### src/verilog/cps_pkg.sv
// CPS-style game package
// Shared ROM address, SDRAM word and arbiter slot definitions
`default_nettype none

package cps_pkg;

    // SDRAM word address, one bank
    typedef logic [21:0] rom_addr_t;

    typedef logic [15:0] sdram_word_t;

    // Eight 4-bit pixels, pixel 0 in the low nibble
    typedef logic [31:0] gfx_word_t;

    typedef logic [15:0] main_word_t;

    // Two SDRAM words, lower address in the low half
    typedef logic [31:0] burst_t;

    // Arbiter clients
    localparam int NUM_SLOTS = 2;
    localparam int SLOT_GFX  = 0;
    localparam int SLOT_MAIN = 1;

endpackage

`default_nettype wire
### src/verilog/cps_game.sv
// CPS-style game top
// Video timer, graphics fetcher and two ROM slots sharing SDRAM bank 0
`timescale 1ns/1ps
`default_nettype none

module cps_game #(
    parameter int H_ACTIVE = 384,
    parameter int H_TOTAL  = 512,
    parameter int V_ACTIVE = 224,
    parameter int V_TOTAL  = 262,
    parameter cps_pkg::rom_addr_t GFX_BASE = 22'h10_0000
)(
    input  wire                         clk,
    input  wire                         rst_n,
    // Main CPU ROM port
    input  wire                         main_rom_cs,
    input  wire cps_pkg::rom_addr_t     main_rom_addr,
    output wire cps_pkg::main_word_t    main_rom_data,
    output wire                         main_rom_ok,
    // Video
    output wire [7:0]                   red,
    output wire [7:0]                   green,
    output wire [7:0]                   blue,
    output wire                         LHBL,
    output wire                         LVBL,
    output wire                         HS,
    output wire                         VS,
    output wire                         pxl_cen,
    output wire                         pxl2_cen,
    // SDRAM bank 0
    output wire cps_pkg::rom_addr_t     ba0_addr,
    output wire                         ba_rd,
    input  wire                         ba_ack,
    input  wire                         ba_dok,
    input  wire                         ba_rdy,
    input  wire cps_pkg::sdram_word_t   data_read
);

import cps_pkg::*;

wire [8:0]              hdump, vdump;
wire                    gfx_cs, gfx_ok;
wire rom_addr_t         gfx_addr, gfx_req_addr, main_req_addr;
wire gfx_word_t         gfx_data;
wire [NUM_SLOTS-1:0]    req_valid, req_ready, rsp_valid;
wire burst_t            rsp_data;

cps_vtimer #(
    .H_ACTIVE   ( H_ACTIVE      ),
    .H_TOTAL    ( H_TOTAL       ),
    .V_ACTIVE   ( V_ACTIVE      ),
    .V_TOTAL    ( V_TOTAL       )
) u_timer (
    .clk        ( clk           ),
    .rst_n      ( rst_n         ),
    .pxl2_cen   ( pxl2_cen      ),
    .pxl_cen    ( pxl_cen       ),
    .hdump      ( hdump         ),
    .vdump      ( vdump         ),
    .LHBL       ( LHBL          ),
    .LVBL       ( LVBL          ),
    .HS         ( HS            ),
    .VS         ( VS            )
);

cps_gfx_fetch #(
    .H_ACTIVE   ( H_ACTIVE      ),
    .H_TOTAL    ( H_TOTAL       ),
    .V_ACTIVE   ( V_ACTIVE      ),
    .V_TOTAL    ( V_TOTAL       ),
    .GFX_BASE   ( GFX_BASE      )
) u_fetch (
    .clk        ( clk           ),
    .rst_n      ( rst_n         ),
    .pxl_cen    ( pxl_cen       ),
    .hdump      ( hdump         ),
    .vdump      ( vdump         ),
    .LHBL       ( LHBL          ),
    .LVBL       ( LVBL          ),
    .rom_cs     ( gfx_cs        ),
    .rom_addr   ( gfx_addr      ),
    .rom_data   ( gfx_data      ),
    .rom_ok     ( gfx_ok        ),
    .red        ( red           ),
    .green      ( green         ),
    .blue       ( blue          )
);

// Graphics slot, 32-bit tile words
cps_rom_slot #(.data_t(gfx_word_t)) u_gfx_slot (
    .clk        ( clk                   ),
    .rst_n      ( rst_n                 ),
    .cs         ( gfx_cs                ),
    .addr       ( gfx_addr              ),
    .data       ( gfx_data              ),
    .ok         ( gfx_ok                ),
    .req_valid  ( req_valid[SLOT_GFX]   ),
    .req_ready  ( req_ready[SLOT_GFX]   ),
    .req_addr   ( gfx_req_addr          ),
    .rsp_valid  ( rsp_valid[SLOT_GFX]   ),
    .rsp_data   ( rsp_data              )
);

// Main CPU slot, 16-bit words
cps_rom_slot #(.data_t(main_word_t)) u_main_slot (
    .clk        ( clk                   ),
    .rst_n      ( rst_n                 ),
    .cs         ( main_rom_cs           ),
    .addr       ( main_rom_addr         ),
    .data       ( main_rom_data         ),
    .ok         ( main_rom_ok           ),
    .req_valid  ( req_valid[SLOT_MAIN]  ),
    .req_ready  ( req_ready[SLOT_MAIN]  ),
    .req_addr   ( main_req_addr         ),
    .rsp_valid  ( rsp_valid[SLOT_MAIN]  ),
    .rsp_data   ( rsp_data              )
);

cps_bank_arb u_arb (
    .clk        ( clk           ),
    .rst_n      ( rst_n         ),
    .req_valid  ( req_valid     ),
    .req_ready  ( req_ready     ),
    .req_addr0  ( gfx_req_addr  ),
    .req_addr1  ( main_req_addr ),
    .rsp_valid  ( rsp_valid     ),
    .rsp_data   ( rsp_data      ),
    .ba0_addr   ( ba0_addr      ),
    .ba_rd      ( ba_rd         ),
    .ba_ack     ( ba_ack        ),
    .ba_dok     ( ba_dok        ),
    .ba_rdy     ( ba_rdy        ),
    .data_read  ( data_read     )
);

endmodule

`default_nettype wire

### src/verilog/cps_gfx_fetch.sv
// Graphics fetcher
// Prefetches one tile word per 8-pixel group and shifts out grey pixels
`timescale 1ns/1ps
`default_nettype none

module cps_gfx_fetch #(
    parameter int H_ACTIVE = 384,
    parameter int H_TOTAL  = 512,
    parameter int V_ACTIVE = 224,
    parameter int V_TOTAL  = 262,
    parameter cps_pkg::rom_addr_t GFX_BASE = 22'h10_0000
)(
    input  wire                         clk,
    input  wire                         rst_n,
    input  wire                         pxl_cen,
    input  wire [8:0]                   hdump,
    input  wire [8:0]                   vdump,
    input  wire                         LHBL,
    input  wire                         LVBL,
    output logic                        rom_cs,
    output cps_pkg::rom_addr_t          rom_addr,
    input  wire cps_pkg::gfx_word_t     rom_data,
    input  wire                         rom_ok,
    output logic [7:0]                  red,
    output logic [7:0]                  green,
    output logic [7:0]                  blue
);

import cps_pkg::*;

localparam int GROUPS     = H_TOTAL / 8;
localparam int ACT_GROUPS = H_ACTIVE / 8;

logic [6:0] tgt_grp;
logic [9:0] tgt_line;
logic       grp_end, want;
gfx_word_t  shreg;
logic [3:0] pix;

// Next pixel opens a new group
assign grp_end = pxl_cen && hdump[2:0] == 3'd7;

// Word for the group after the one that starts now
always_comb begin
    tgt_grp  = {1'b0, hdump[8:3]} + 7'd2;
    tgt_line = {1'b0, vdump};
    if (tgt_grp >= 7'(GROUPS)) begin
        tgt_grp  = tgt_grp - 7'(GROUPS);
        tgt_line = (vdump == 9'(V_TOTAL - 1)) ? 10'd0 : tgt_line + 10'd1;
    end
    want = tgt_grp < 7'(ACT_GROUPS) && tgt_line < 10'(V_ACTIVE);
end

always_ff @(posedge clk or negedge rst_n) begin
    if (!rst_n) rom_cs <= 1'b0;
    else if (grp_end && want) rom_cs <= 1'b1;
    else if (rom_ok) rom_cs <= 1'b0;
end

always_ff @(posedge clk) begin
    if (grp_end && want)
        rom_addr <= GFX_BASE + rom_addr_t'(tgt_line) * rom_addr_t'(ACT_GROUPS)
                  + rom_addr_t'(tgt_grp);
    if (grp_end) begin
        pix   <= rom_data[3:0];
        shreg <= rom_data >> 4;
    end else if (pxl_cen) begin
        pix   <= shreg[3:0];
        shreg <= shreg >> 4;
    end
end

assign red   = (LHBL && LVBL) ? {pix, pix} : 8'd0;
assign green = red;
assign blue  = red;

endmodule

`default_nettype wire

### src/verilog/cps_bank_arb.sv
// SDRAM bank arbiter
// Round-robin grant between ROM slots, one two-word burst at a time
`timescale 1ns/1ps
`default_nettype none

module cps_bank_arb(
    input  wire                             clk,
    input  wire                             rst_n,
    // Slot side
    input  wire [cps_pkg::NUM_SLOTS-1:0]    req_valid,
    output logic [cps_pkg::NUM_SLOTS-1:0]   req_ready,
    input  wire cps_pkg::rom_addr_t         req_addr0,
    input  wire cps_pkg::rom_addr_t         req_addr1,
    output logic [cps_pkg::NUM_SLOTS-1:0]   rsp_valid,
    output cps_pkg::burst_t                 rsp_data,
    // SDRAM bank 0
    output cps_pkg::rom_addr_t              ba0_addr,
    output logic                            ba_rd,
    input  wire                             ba_ack,
    input  wire                             ba_dok,
    input  wire                             ba_rdy,
    input  wire cps_pkg::sdram_word_t       data_read
);

import cps_pkg::*;

typedef enum logic [1:0] {ST_IDLE, ST_REQ, ST_DATA, ST_RESP} state_t;

state_t      state;
logic        rr, sel, gnt;
sdram_word_t word_lo;

// Priority slot first, the other one if it is idle
assign sel = req_valid[rr] ? rr : ~rr;

always_comb begin
    req_ready = '0;
    if (state == ST_IDLE) req_ready[sel] = req_valid[sel];
end

always_ff @(posedge clk or negedge rst_n) begin
    if (!rst_n) begin
        state     <= ST_IDLE;
        ba_rd     <= 1'b0;
        rr        <= 1'b0;
        gnt       <= 1'b0;
        rsp_valid <= '0;
    end else begin
        rsp_valid <= '0;
        case (state)
            ST_IDLE: if (|req_valid) begin
                gnt   <= sel;
                rr    <= ~sel;
                ba_rd <= 1'b1;
                state <= ST_REQ;
            end
            ST_REQ: if (ba_ack) begin
                ba_rd <= 1'b0;
                state <= ST_DATA;
            end
            ST_DATA: if (ba_rdy) begin
                rsp_valid[gnt] <= 1'b1;
                state          <= ST_RESP;
            end
            default: state <= ST_IDLE;
        endcase
    end
end

always_ff @(posedge clk) begin
    if (state == ST_IDLE && |req_valid) ba0_addr <= sel ? req_addr1 : req_addr0;
    if (state == ST_DATA && ba_dok && !ba_rdy) word_lo <= data_read;
    // Second word arrives together with ba_rdy
    if (state == ST_DATA && ba_rdy) rsp_data <= {data_read, word_lo};
end

endmodule

`default_nettype wire

### src/verilog/cps_rom_slot.sv
// ROM slot for one client of the SDRAM bank arbiter
// Keeps the last burst fetched and requests a new one on a miss
`timescale 1ns/1ps
`default_nettype none

module cps_rom_slot #(
    parameter type data_t = cps_pkg::main_word_t
)(
    input  wire                         clk,
    input  wire                         rst_n,
    input  wire                         cs,
    input  wire cps_pkg::rom_addr_t     addr,
    output data_t                       data,
    output logic                        ok,
    // Arbiter side
    output logic                        req_valid,
    input  wire                         req_ready,
    output cps_pkg::rom_addr_t          req_addr,
    input  wire                         rsp_valid,
    input  wire cps_pkg::burst_t        rsp_data
);

import cps_pkg::*;

// A wide client addresses whole bursts, a narrow one SDRAM words
localparam bit WIDE = $bits(data_t) == $bits(burst_t);

rom_addr_t  burst_addr, tag;
burst_t     cache;
logic       cache_vld, pending;
logic       hit, miss_start;

assign burst_addr = WIDE ? {addr[20:0], 1'b0} : {addr[21:1], 1'b0};
assign hit        = cache_vld && tag == burst_addr;
assign miss_start = cs && !hit && !req_valid && !pending;

always_ff @(posedge clk or negedge rst_n) begin
    if (!rst_n) begin
        ok        <= 1'b0;
        req_valid <= 1'b0;
        pending   <= 1'b0;
        cache_vld <= 1'b0;
    end else begin
        ok <= cs && hit;
        if (req_valid && req_ready) begin
            req_valid <= 1'b0;
            pending   <= 1'b1;
        end else if (miss_start) begin
            req_valid <= 1'b1;
        end
        if (rsp_valid) begin
            pending   <= 1'b0;
            cache_vld <= 1'b1;
        end
    end
end

always_ff @(posedge clk) begin
    if (miss_start) req_addr <= burst_addr;
    if (rsp_valid) begin
        tag   <= req_addr;
        cache <= rsp_data;
    end
end

generate
    if (WIDE) begin : g_full
        assign data = data_t'(cache);
    end else begin : g_half
        // Odd word sits in the upper half of the burst
        assign data = data_t'(addr[0] ? cache[31:16] : cache[15:0]);
    end
endgenerate

endmodule

`default_nettype wire

### src/verilog/cps_vtimer.sv
// Video timer
// Pixel clock enables, raster counters, blanking and sync
`timescale 1ns/1ps
`default_nettype none

module cps_vtimer #(
    parameter int H_ACTIVE = 384,
    parameter int H_TOTAL  = 512,
    parameter int V_ACTIVE = 224,
    parameter int V_TOTAL  = 262
)(
    input  wire         clk,
    input  wire         rst_n,
    output logic        pxl2_cen,
    output logic        pxl_cen,
    output logic [8:0]  hdump,
    output logic [8:0]  vdump,
    output logic        LHBL,
    output logic        LVBL,
    output logic        HS,
    output logic        VS
);

localparam logic [8:0] H_LAST  = 9'(H_TOTAL - 1);
localparam logic [8:0] V_LAST  = 9'(V_TOTAL - 1);
localparam logic [8:0] H_ACT   = 9'(H_ACTIVE);
localparam logic [8:0] V_ACT   = 9'(V_ACTIVE);
localparam logic [8:0] HS_START = 9'(H_ACTIVE + 4);
localparam logic [8:0] HS_END   = 9'(H_ACTIVE + 8);
localparam logic [8:0] VS_LINE  = 9'(V_ACTIVE + 1);

logic [2:0] cen_cnt;
logic [8:0] h_next, v_next;

assign h_next = (hdump == H_LAST) ? 9'd0 : hdump + 9'd1;
assign v_next = (vdump == V_LAST) ? 9'd0 : vdump + 9'd1;

always_ff @(posedge clk or negedge rst_n) begin
    if (!rst_n) begin
        cen_cnt  <= 3'd0;
        pxl2_cen <= 1'b0;
        pxl_cen  <= 1'b0;
        hdump    <= 9'd0;
        vdump    <= 9'd0;
        LHBL     <= 1'b0;
        LVBL     <= 1'b0;
        HS       <= 1'b0;
        VS       <= 1'b0;
    end else begin
        cen_cnt  <= cen_cnt + 3'd1;
        pxl2_cen <= cen_cnt[1:0] == 2'b11;
        pxl_cen  <= cen_cnt == 3'b111;
        if (pxl_cen) begin
            // Flags describe the pixel that hdump moves to
            hdump <= h_next;
            LHBL  <= h_next < H_ACT;
            HS    <= h_next >= HS_START && h_next < HS_END;
            // Vertical flags change only at the line wrap
            if (hdump == H_LAST) begin
                vdump <= v_next;
                LVBL  <= v_next < V_ACT;
                VS    <= v_next == VS_LINE;
            end
        end
    end
end

endmodule

`default_nettype wire

### config.mk
export PLATFORM = sky130hd
export DESIGN_NAME = cps_game
export DESIGN_NICKNAME = d
export VERILOG_FILES = /design/src/verilog/cps_pkg.sv /design/src/verilog/cps_game.sv /design/src/verilog/cps_gfx_fetch.sv /design/src/verilog/cps_bank_arb.sv /design/src/verilog/cps_rom_slot.sv /design/src/verilog/cps_vtimer.sv
export SDC_FILE = /design/constraint.sdc
export NUM_CORES = 1
export LEC_CHECK = 0
export ABC_AREA = 1
export BUFFER_PORTS_ARGS = -buffer_cell sky130_fd_sc_hd__buf_4
export CORE_MARGIN = 5
export CORE_UTILIZATION = 56
export CTS_BUF_LIST = sky130_fd_sc_hd__clkbuf_8
export CTS_CLUSTER_SIZE = 28
export DETAILED_ROUTE_END_ITERATION = 10
export PLACE_DENSITY = 0.79
export SLEW_MARGIN = 20
export SYNTH_ARGS = -nofsm -noshare
export SYNTH_HDL_FRONTEND = slang
export SYNTH_SLANG_ARGS = --single-unit
### constraint.sdc
create_clock -name clk -period 3.1 [get_ports clk]
set_input_delay 0.31 -clock clk [delete_from_list [all_inputs] [get_ports clk]]
set_output_delay 0.31 -clock clk [all_outputs]
set_load 0.005 [all_outputs]
## After elaboration in Yosys (flattened, before gate mapping)

Index checks and enable logic that the tools add are counted.

- Bits in registers: 314
- Input port bits: 44
- Output and inout bits: 70
- Logic and storage cells: 156

- Add/subtract/negate cells: 8
- Multiply operators: 1
- Order comparisons: 12
- Eq/ne operators: 13
- Multiplexer cells: 41
- Bitwise gates (word level): 3
- Reductions and logical operators: 43

Operators by type and width:

| kind | number |
|---|---|
| $mux 28 | 2 |
| $eq 21x21->1 | 2 |
| $logic_and 1x1->1 | 23 |
| $mux 22 | 1 |
| $add 21x16->21 const A | 1 |
| $add 21x7->21 | 1 |
| $mux 10 | 2 |
| $mux 1 | 19 |
| $add 9x1->9 const B | 2 |
| $eq 9x9->1 const B | 2 |
| $lt 9x9->1 const B | 2 |
| $mux 9 | 2 |
| $mux 16 | 1 |
| $reduce_bool 2->1 | 7 |
| $mul 10x2->12 const B | 1 |
| $mux 2 | 6 |
| $add 9x1->10 const B | 1 |
| $lt 10x8->1 const B | 1 |
| $eq 9x8->1 const B | 1 |
| $ge 9x9->1 const B | 1 |
| $lt 9x8->1 const B | 1 |
| $mux 4 | 2 |
| $mux 8 | 1 |
| $add 6x2->7 const B | 1 |
| 22 further kinds | 38 |

## Depth between registers and ports, before layout

- Depth after elaboration: 12
- Depth in mapped cells: 27
- Gate-level depth less buffers: 27

## Modules after synthesis

Synthesis repeated with hierarchy kept, for this count alone.

- Cell total of the unflattened synthesis: 1229
- Area total of the unflattened synthesis: 13509.2 um2

By module, submodules not included:

| module | instances | cells an instance | area an instance (um2) | seq. area each (um2) |
|---|---|---|---|---|
| cps_gfx_fetch | 1 | 410 | 3349.5 | 1496.4 |
| cps_rom_slot at u_main_slot | 1 | 224 | 3041.7 | 2322.2 |
| cps_rom_slot at u_gfx_slot | 1 | 209 | 2846.5 | 2322.2 |
| cps_bank_arb | 1 | 197 | 2807.7 | 2277.2 |
| cps_vtimer | 1 | 189 | 1463.9 | 675.6 |

## Least setup slack after synthesis

Ideal clock, no wire load.

- Kind: reg-to-reg
- Start point: register u_timer.vdump[0]
- End point: register u_fetch.rom_addr[0] (enable)
- Library setup time: 422 ps
- Arrival: 3016 ps
- Data required time: 2678 ps
- Setup slack: -338 ps
- Stages on the path, launching flop included: 11
- Path buffers: 0
- Period minus slack after synthesis: 3438 ps
- Cell sequence: dfrtp_1 ha_1 nand4_1 nor3_1 nand2_1 xor2_1 nor2_1 o21bai_1 ha_1 nand2_1 a221oi_1

- Word-level cells in the longest chain between the ends: 6
- Elaborated cells on any way between the ends: 7
- Classes of those cells: add/sub (1); order compare (1); eq/ne (1); mux (2); reduce/logical (2)

Ends and longest elaborated chain:

| element | line | source |
|---|---|---|
| from (decl) | cps_vtimer.sv:17 | `output logic [8:0] vdump,` |
| from (signal assigned) | cps_vtimer.sv:60 | `vdump <= v_next;` |
| $add 9x1->10 / $eq 9x9->1 (equally long branches) | cps_gfx_fetch.sv:49 | `tgt_line = (vdump == 9'(V_TOTAL - 1)) ? 10'd0 : tgt_line + 10'd1;` |
| $mux 10 | cps_gfx_fetch.sv:49 |  |
| $mux 10 * | cps_gfx_fetch.sv:47 | `if (tgt_grp >= 7'(GROUPS)) begin` |
| $lt 10x8->1 * | cps_gfx_fetch.sv:51 | `want = tgt_grp < 7'(ACT_GROUPS) && tgt_line < 10'(V_ACTIVE);` |
| $logic_and 1x1->1 * | cps_gfx_fetch.sv:51 |  |
| $logic_and 1x1->1 * | cps_gfx_fetch.sv:61 | `if (grp_end && want)` |
| to (signal assigned) | cps_gfx_fetch.sv:62 | `rom_addr <= GFX_BASE + rom_addr_t'(tgt_line) * rom_addr_t'(ACT_GROUPS)` |
| to (decl) | cps_gfx_fetch.sv:21 | `output cps_pkg::rom_addr_t rom_addr,` |

Every way passes the cells marked *; elsewhere a longest branch is shown, timed or not.
A chain may end at the register's enable or synchronous reset.

## Worst setup path after layout

- Start point: register u_timer.vdump[0]
- End point: register u_fetch.rom_addr[10], data pin

- Word-level cells in the longest chain between the ends: 6
- Elaborated cells on any way between the ends: 7
- Classes of those cells: add/sub (3); mul (1); eq/ne (1); mux (2)

Ends and longest elaborated chain:

| element | line | source |
|---|---|---|
| $add 9x1->10 / $eq 9x9->1 (equally long branches) | cps_gfx_fetch.sv:49 |  |
| $mux 10 | cps_gfx_fetch.sv:49 |  |
| $mux 10 * | cps_gfx_fetch.sv:47 |  |
| $mul 10x2->12 * | cps_gfx_fetch.sv:62 |  |
| $add 21x16->21 * | cps_gfx_fetch.sv:62 |  |
| $add 21x7->21 * | cps_gfx_fetch.sv:63 | `+ rom_addr_t'(tgt_grp);` |

Marks and branches as above.

==> run_results.csv <==
group,metric,value,unit
synthesis,seq_area_frac_synth,70.0,%
grt,antenna_found_initial,0,
finish,layout.nets,1362,
timing,slew_headroom,40.9,%
worst_setup_path,path_class,"reg -> reg",
timing,drv_slew,0,
synthesis,syn-cell-area,0.0126,mm^2
clock_tree,numCtsBuffers,48,
floorplanning,coreArea,0.0224,mm^2
synthesis,ys.flop_type,"edfxtp_1",
synthesis,synth_xor_area_share,1.25,%
synthesis,async_flop_share,14.3,%
finish,final_cells,1609,
pwr,pwr-share-seq,53.5,%
timing,setup_viol,5,
floorplanning,die_w,160,um
timing,setup_ws,-0.0311,ns
worst_setup_path,setup.worst_path.start_class,"flip-flop",
finish,fill_cells,1489,
synthesis,synth_top_family_by_area,"simple AND/OR/NAND/NOR gates",
pwr,switching_share,25.4,%
synthesis,yosysTopAreaCellShare,61.5,%
finish,antenna_cells,0,
finish,layout-drive-gt1-share,27.7,%
pwr,power_density,623,mW/mm^2
synthesis,muxShareOfSynthArea,1.43,%
finish,post-route-util,70.3,%
worst_setup_path,path_max_fanout,3,
pwr,pwr-share-comb,12.6,%
route,drt-wirelength-per-cell,16.5,um
run_status,status,"complete, but fails checks",
grt,grt_overflow,0,
clock_tree,clk_latency,0.57,ns
grt,grt_pass1_wl,42.7,mm
synthesis,ys_warn_count,0,
clock_tree,cts.sinks,301,
timing,skew,0.0321,ns
floorplanning,die_h,160,um
place,gp_congestion,0.869,
timing,finalHoldViolCount,0,
run_status,failed_checks,"setup timing",
clock_tree,cts_max_path_buffers,3,
synthesis,synth-simple-area-share,14.8,%
pwr,clkPwrFrac,33.9,%
route,routed_wl,26.6,mm
finish,syn2layout_area_growth,25.1,%
pwr,intPower,0.00733,W
clock_tree,root_buffer,"clkbuf_8",
route,drc,0,
synthesis,netlist.top_cell.by_area,"edfxtp_1",
timing,period_needed,3.13,ns
worst_setup_path,cp_data_arrival_time,3.46,ns
synthesis,synth_common_cells,"nand2_1, edfxtp_1, inv_1",
synthesis,synth-edff-count,258,
synthesis,synth-compound-area-share,4.20,%
route,vias_per_cell,5.18,
grt,grt_start_max_net_pins,44,
route,ant_nets,0,
timing,rsz0062_at_grt,"yes",
pwr,p_switching,0.00250,W
run,drv_cap,0,
route,drt_iter0_markers,662,
place,port_buffers,112,
synthesis,yosys-top-cells-area,"edfxtp_1, dfrtp_1, nand2_1, inv_1, ha_1",
floorplanning,io_pins,114,
timing,fin_crit_sh,101,%
worst_setup_path,cp.required,3.43,ns
timing,fmax,319,MHz
route,firstDrtPassIters,5,
synthesis,avgSynthCellArea,12.1,um^2
timing,worstMarginPinSlew,0.886,ns
grt,first_global_vias,8447,
synthesis,synthCells,1040,
place,hpwl,17.5,mm
floorplanning,die_area,0.0256,mm^2
route,route.vias.total,8341,
hold_path,min_path_type,"in -> reg",
floorplanning,rows,55,
synthesis,synth.distinct_cells,44,
worst_setup_path,crit_path_end_kind,"flip-flop",
synthesis,yosysMostFrequentCell,"nand2_1",
grt,gr-usage-all-layers,20.5,%
synthesis,ys_ff_latch,301,
clock_tree,clkTransAtPathRegs,0.06,ns
pwr,max-vdd-ir-drop,0.447,mV
clock_tree,h-tree-depth,2,
floorplanning,start_util,56.2,%
place,dp.cells,1471,
synthesis,synthAdderAreaFrac,2.90,%
clock_tree,tritoncts,"yes",
pwr,leakagePower,6.68,nW
[through the flow]
stage | total power [W] | hold slack [ns] | TNS (ns) | area (um^2) | worst slack (ns)
floorplan | 0.00589 | 0.0144 | -0.914 | 12600 | -0.257
global placement | 0.00643 | 0.344 | -0.101 | 14100 | -0.0551
detailed placement | 0.00652 | 0.345 | -0.551 | 14100 | -0.155
CTS | 0.00989 | 0.0830 | -0.151 | 15600 | -0.0827
global route | 0.0103 | 0.110 | -1.42 | 15800 | -0.235
finish | 0.00982 | 0.0881 | -0.102 | 15800 | -0.0311
[state kept, by name (all words and copies together) (netlist names), 16 cells and up]
signal,flops
u_gfx_slot.tag,17
u_main_slot.tag,21
u_main_slot.cache,32
u_fetch.shreg,28
u_arb.rsp_data,32
u_arb.ba0_addr,21
u_fetch.rom_addr,17
u_gfx_slot.req_addr,17
u_arb.word_lo,16
u_gfx_slot.data,32
u_main_slot.req_addr,21
[timing repair]
action,4_1_cts,5_1_grt
endpoints found under the hold margin,97,0
resized for setup,11,37
setup endpoints to repair,6,10
pin swaps,11,19
buffers inserted,9,6
hold buffers,39,0
[cells in the final DEF (no fill, tap or decap), types with 8 or more instances in the layout]
master	count
edfxtp_1	258
o21ai_0	34
nor2_2	10
a21oi_1	14
o22ai_1	10
clkbuf_8	49
xor2_1	14
ha_1	22
dlygate4sd3_1	39
clkinv_1	10
inv_2	13
inv_1	116
nand4_1	12
nand2_1	264
nand3_1	26
mux2_2	16
nand2_2	22
nor2_1	60
dfrtp_1	40
buf_4	197
nand3_2	8
[power by group through the flow]
stage,Sequential (W),Combinational (W),Clock (W)
finish,0.00526,0.00123,0.00333
detailed placement,0.00533,0.00119,0
global placement,0.00530,0.00113,0
floorplan,0.00530,0.000583,0
global route,0.00530,0.00137,0.00360
CTS,0.00525,0.00124,0.00340
[routing by layer]
metal  global-route usage (%)  part of all wire [%]
met4                     6.57                   2.7
met5                        0                     0
met3                     4.18                   6.9
met2                     34.0                    49
met1                     27.5                    42
[kinds of logic after synthesis]
group / Yosys count
buf+inv: 157
compound gates: 89
xor+xnor: 18
other cells: 1
mux: 16
flops: 301
simple gates: 430
fa+ha+maj: 28
[final cells by class]
| type | count | area, um^2 | area share, % |
|---|---|---|---|
| Clock buffer | 49 | 674 | 4.28 |
| Multi-Input combinational cell | 583 | 3290 | 20.9 |
| Sequential cell | 301 | 8830 | 56.0 |
| Tap cell | 285 | 357 | 2.26 |
| Timing Repair Buffer | 238 | 1900 | 12.1 |
| Inverter | 118 | 443 | 2.81 |
| Clock inverter | 35 | 272 | 1.72 |
[worst paths after layout]
| kind | from | end | slack [ns] | depth (start not counted) |
|---|---|---|---|---|
| max in group asynchronous | rst_n | u_arb.rsp_valid[1]$_DFF_PN0_ | 2.36 | 2 |
| setup / recovery | u_timer.vdump[0]$_DFFE_PN0P_ | u_fetch.rom_addr[10]$_DFFE_PP_ | -0.03 | 24 |
| min in group asynchronous | rst_n | u_timer.vdump[3]$_DFFE_PN0P_ | 0.30 | 2 |
| hold / removal | ba_rdy | u_arb.rsp_valid[0]$_DFF_PN0_ | 0.09 | 3 |
| hold reg to reg | u_arb.word_lo[7]$_DFFE_PP_ | u_arb.rsp_data[7]$_DFFE_PP_ | 0.40 | 0 |
| setup reg to reg | u_timer.vdump[0]$_DFFE_PN0P_ | u_fetch.rom_addr[10]$_DFFE_PP_ | -0.03 | 24 |
[critical path: stages (launching register included)]
cell,delay [ns]
dfrtp_1,0.42
ha_4,0.18
nand2_2,0.06
nor2_2,0.04
nand2_2,0.06
inv_2,0.05
nor2_1,0.13
nand2_1,0.09
o21ai_2,0.11
ha_4,0.17
inv_2,0.03
fa_1,0.44
inv_2,0.08
ha_4,0.13
inv_2,0.04
nor2_1,0.08
nor2_1,0.06
nor2_2,0.16
inv_2,0.07
nor2_4,0.12
nand2_2,0.07
nor2_4,0.12
buf_4,0.11
buf_4,0.09
nor2_1,0.03
Note: power is estimated with default switching activity, not from simulation.
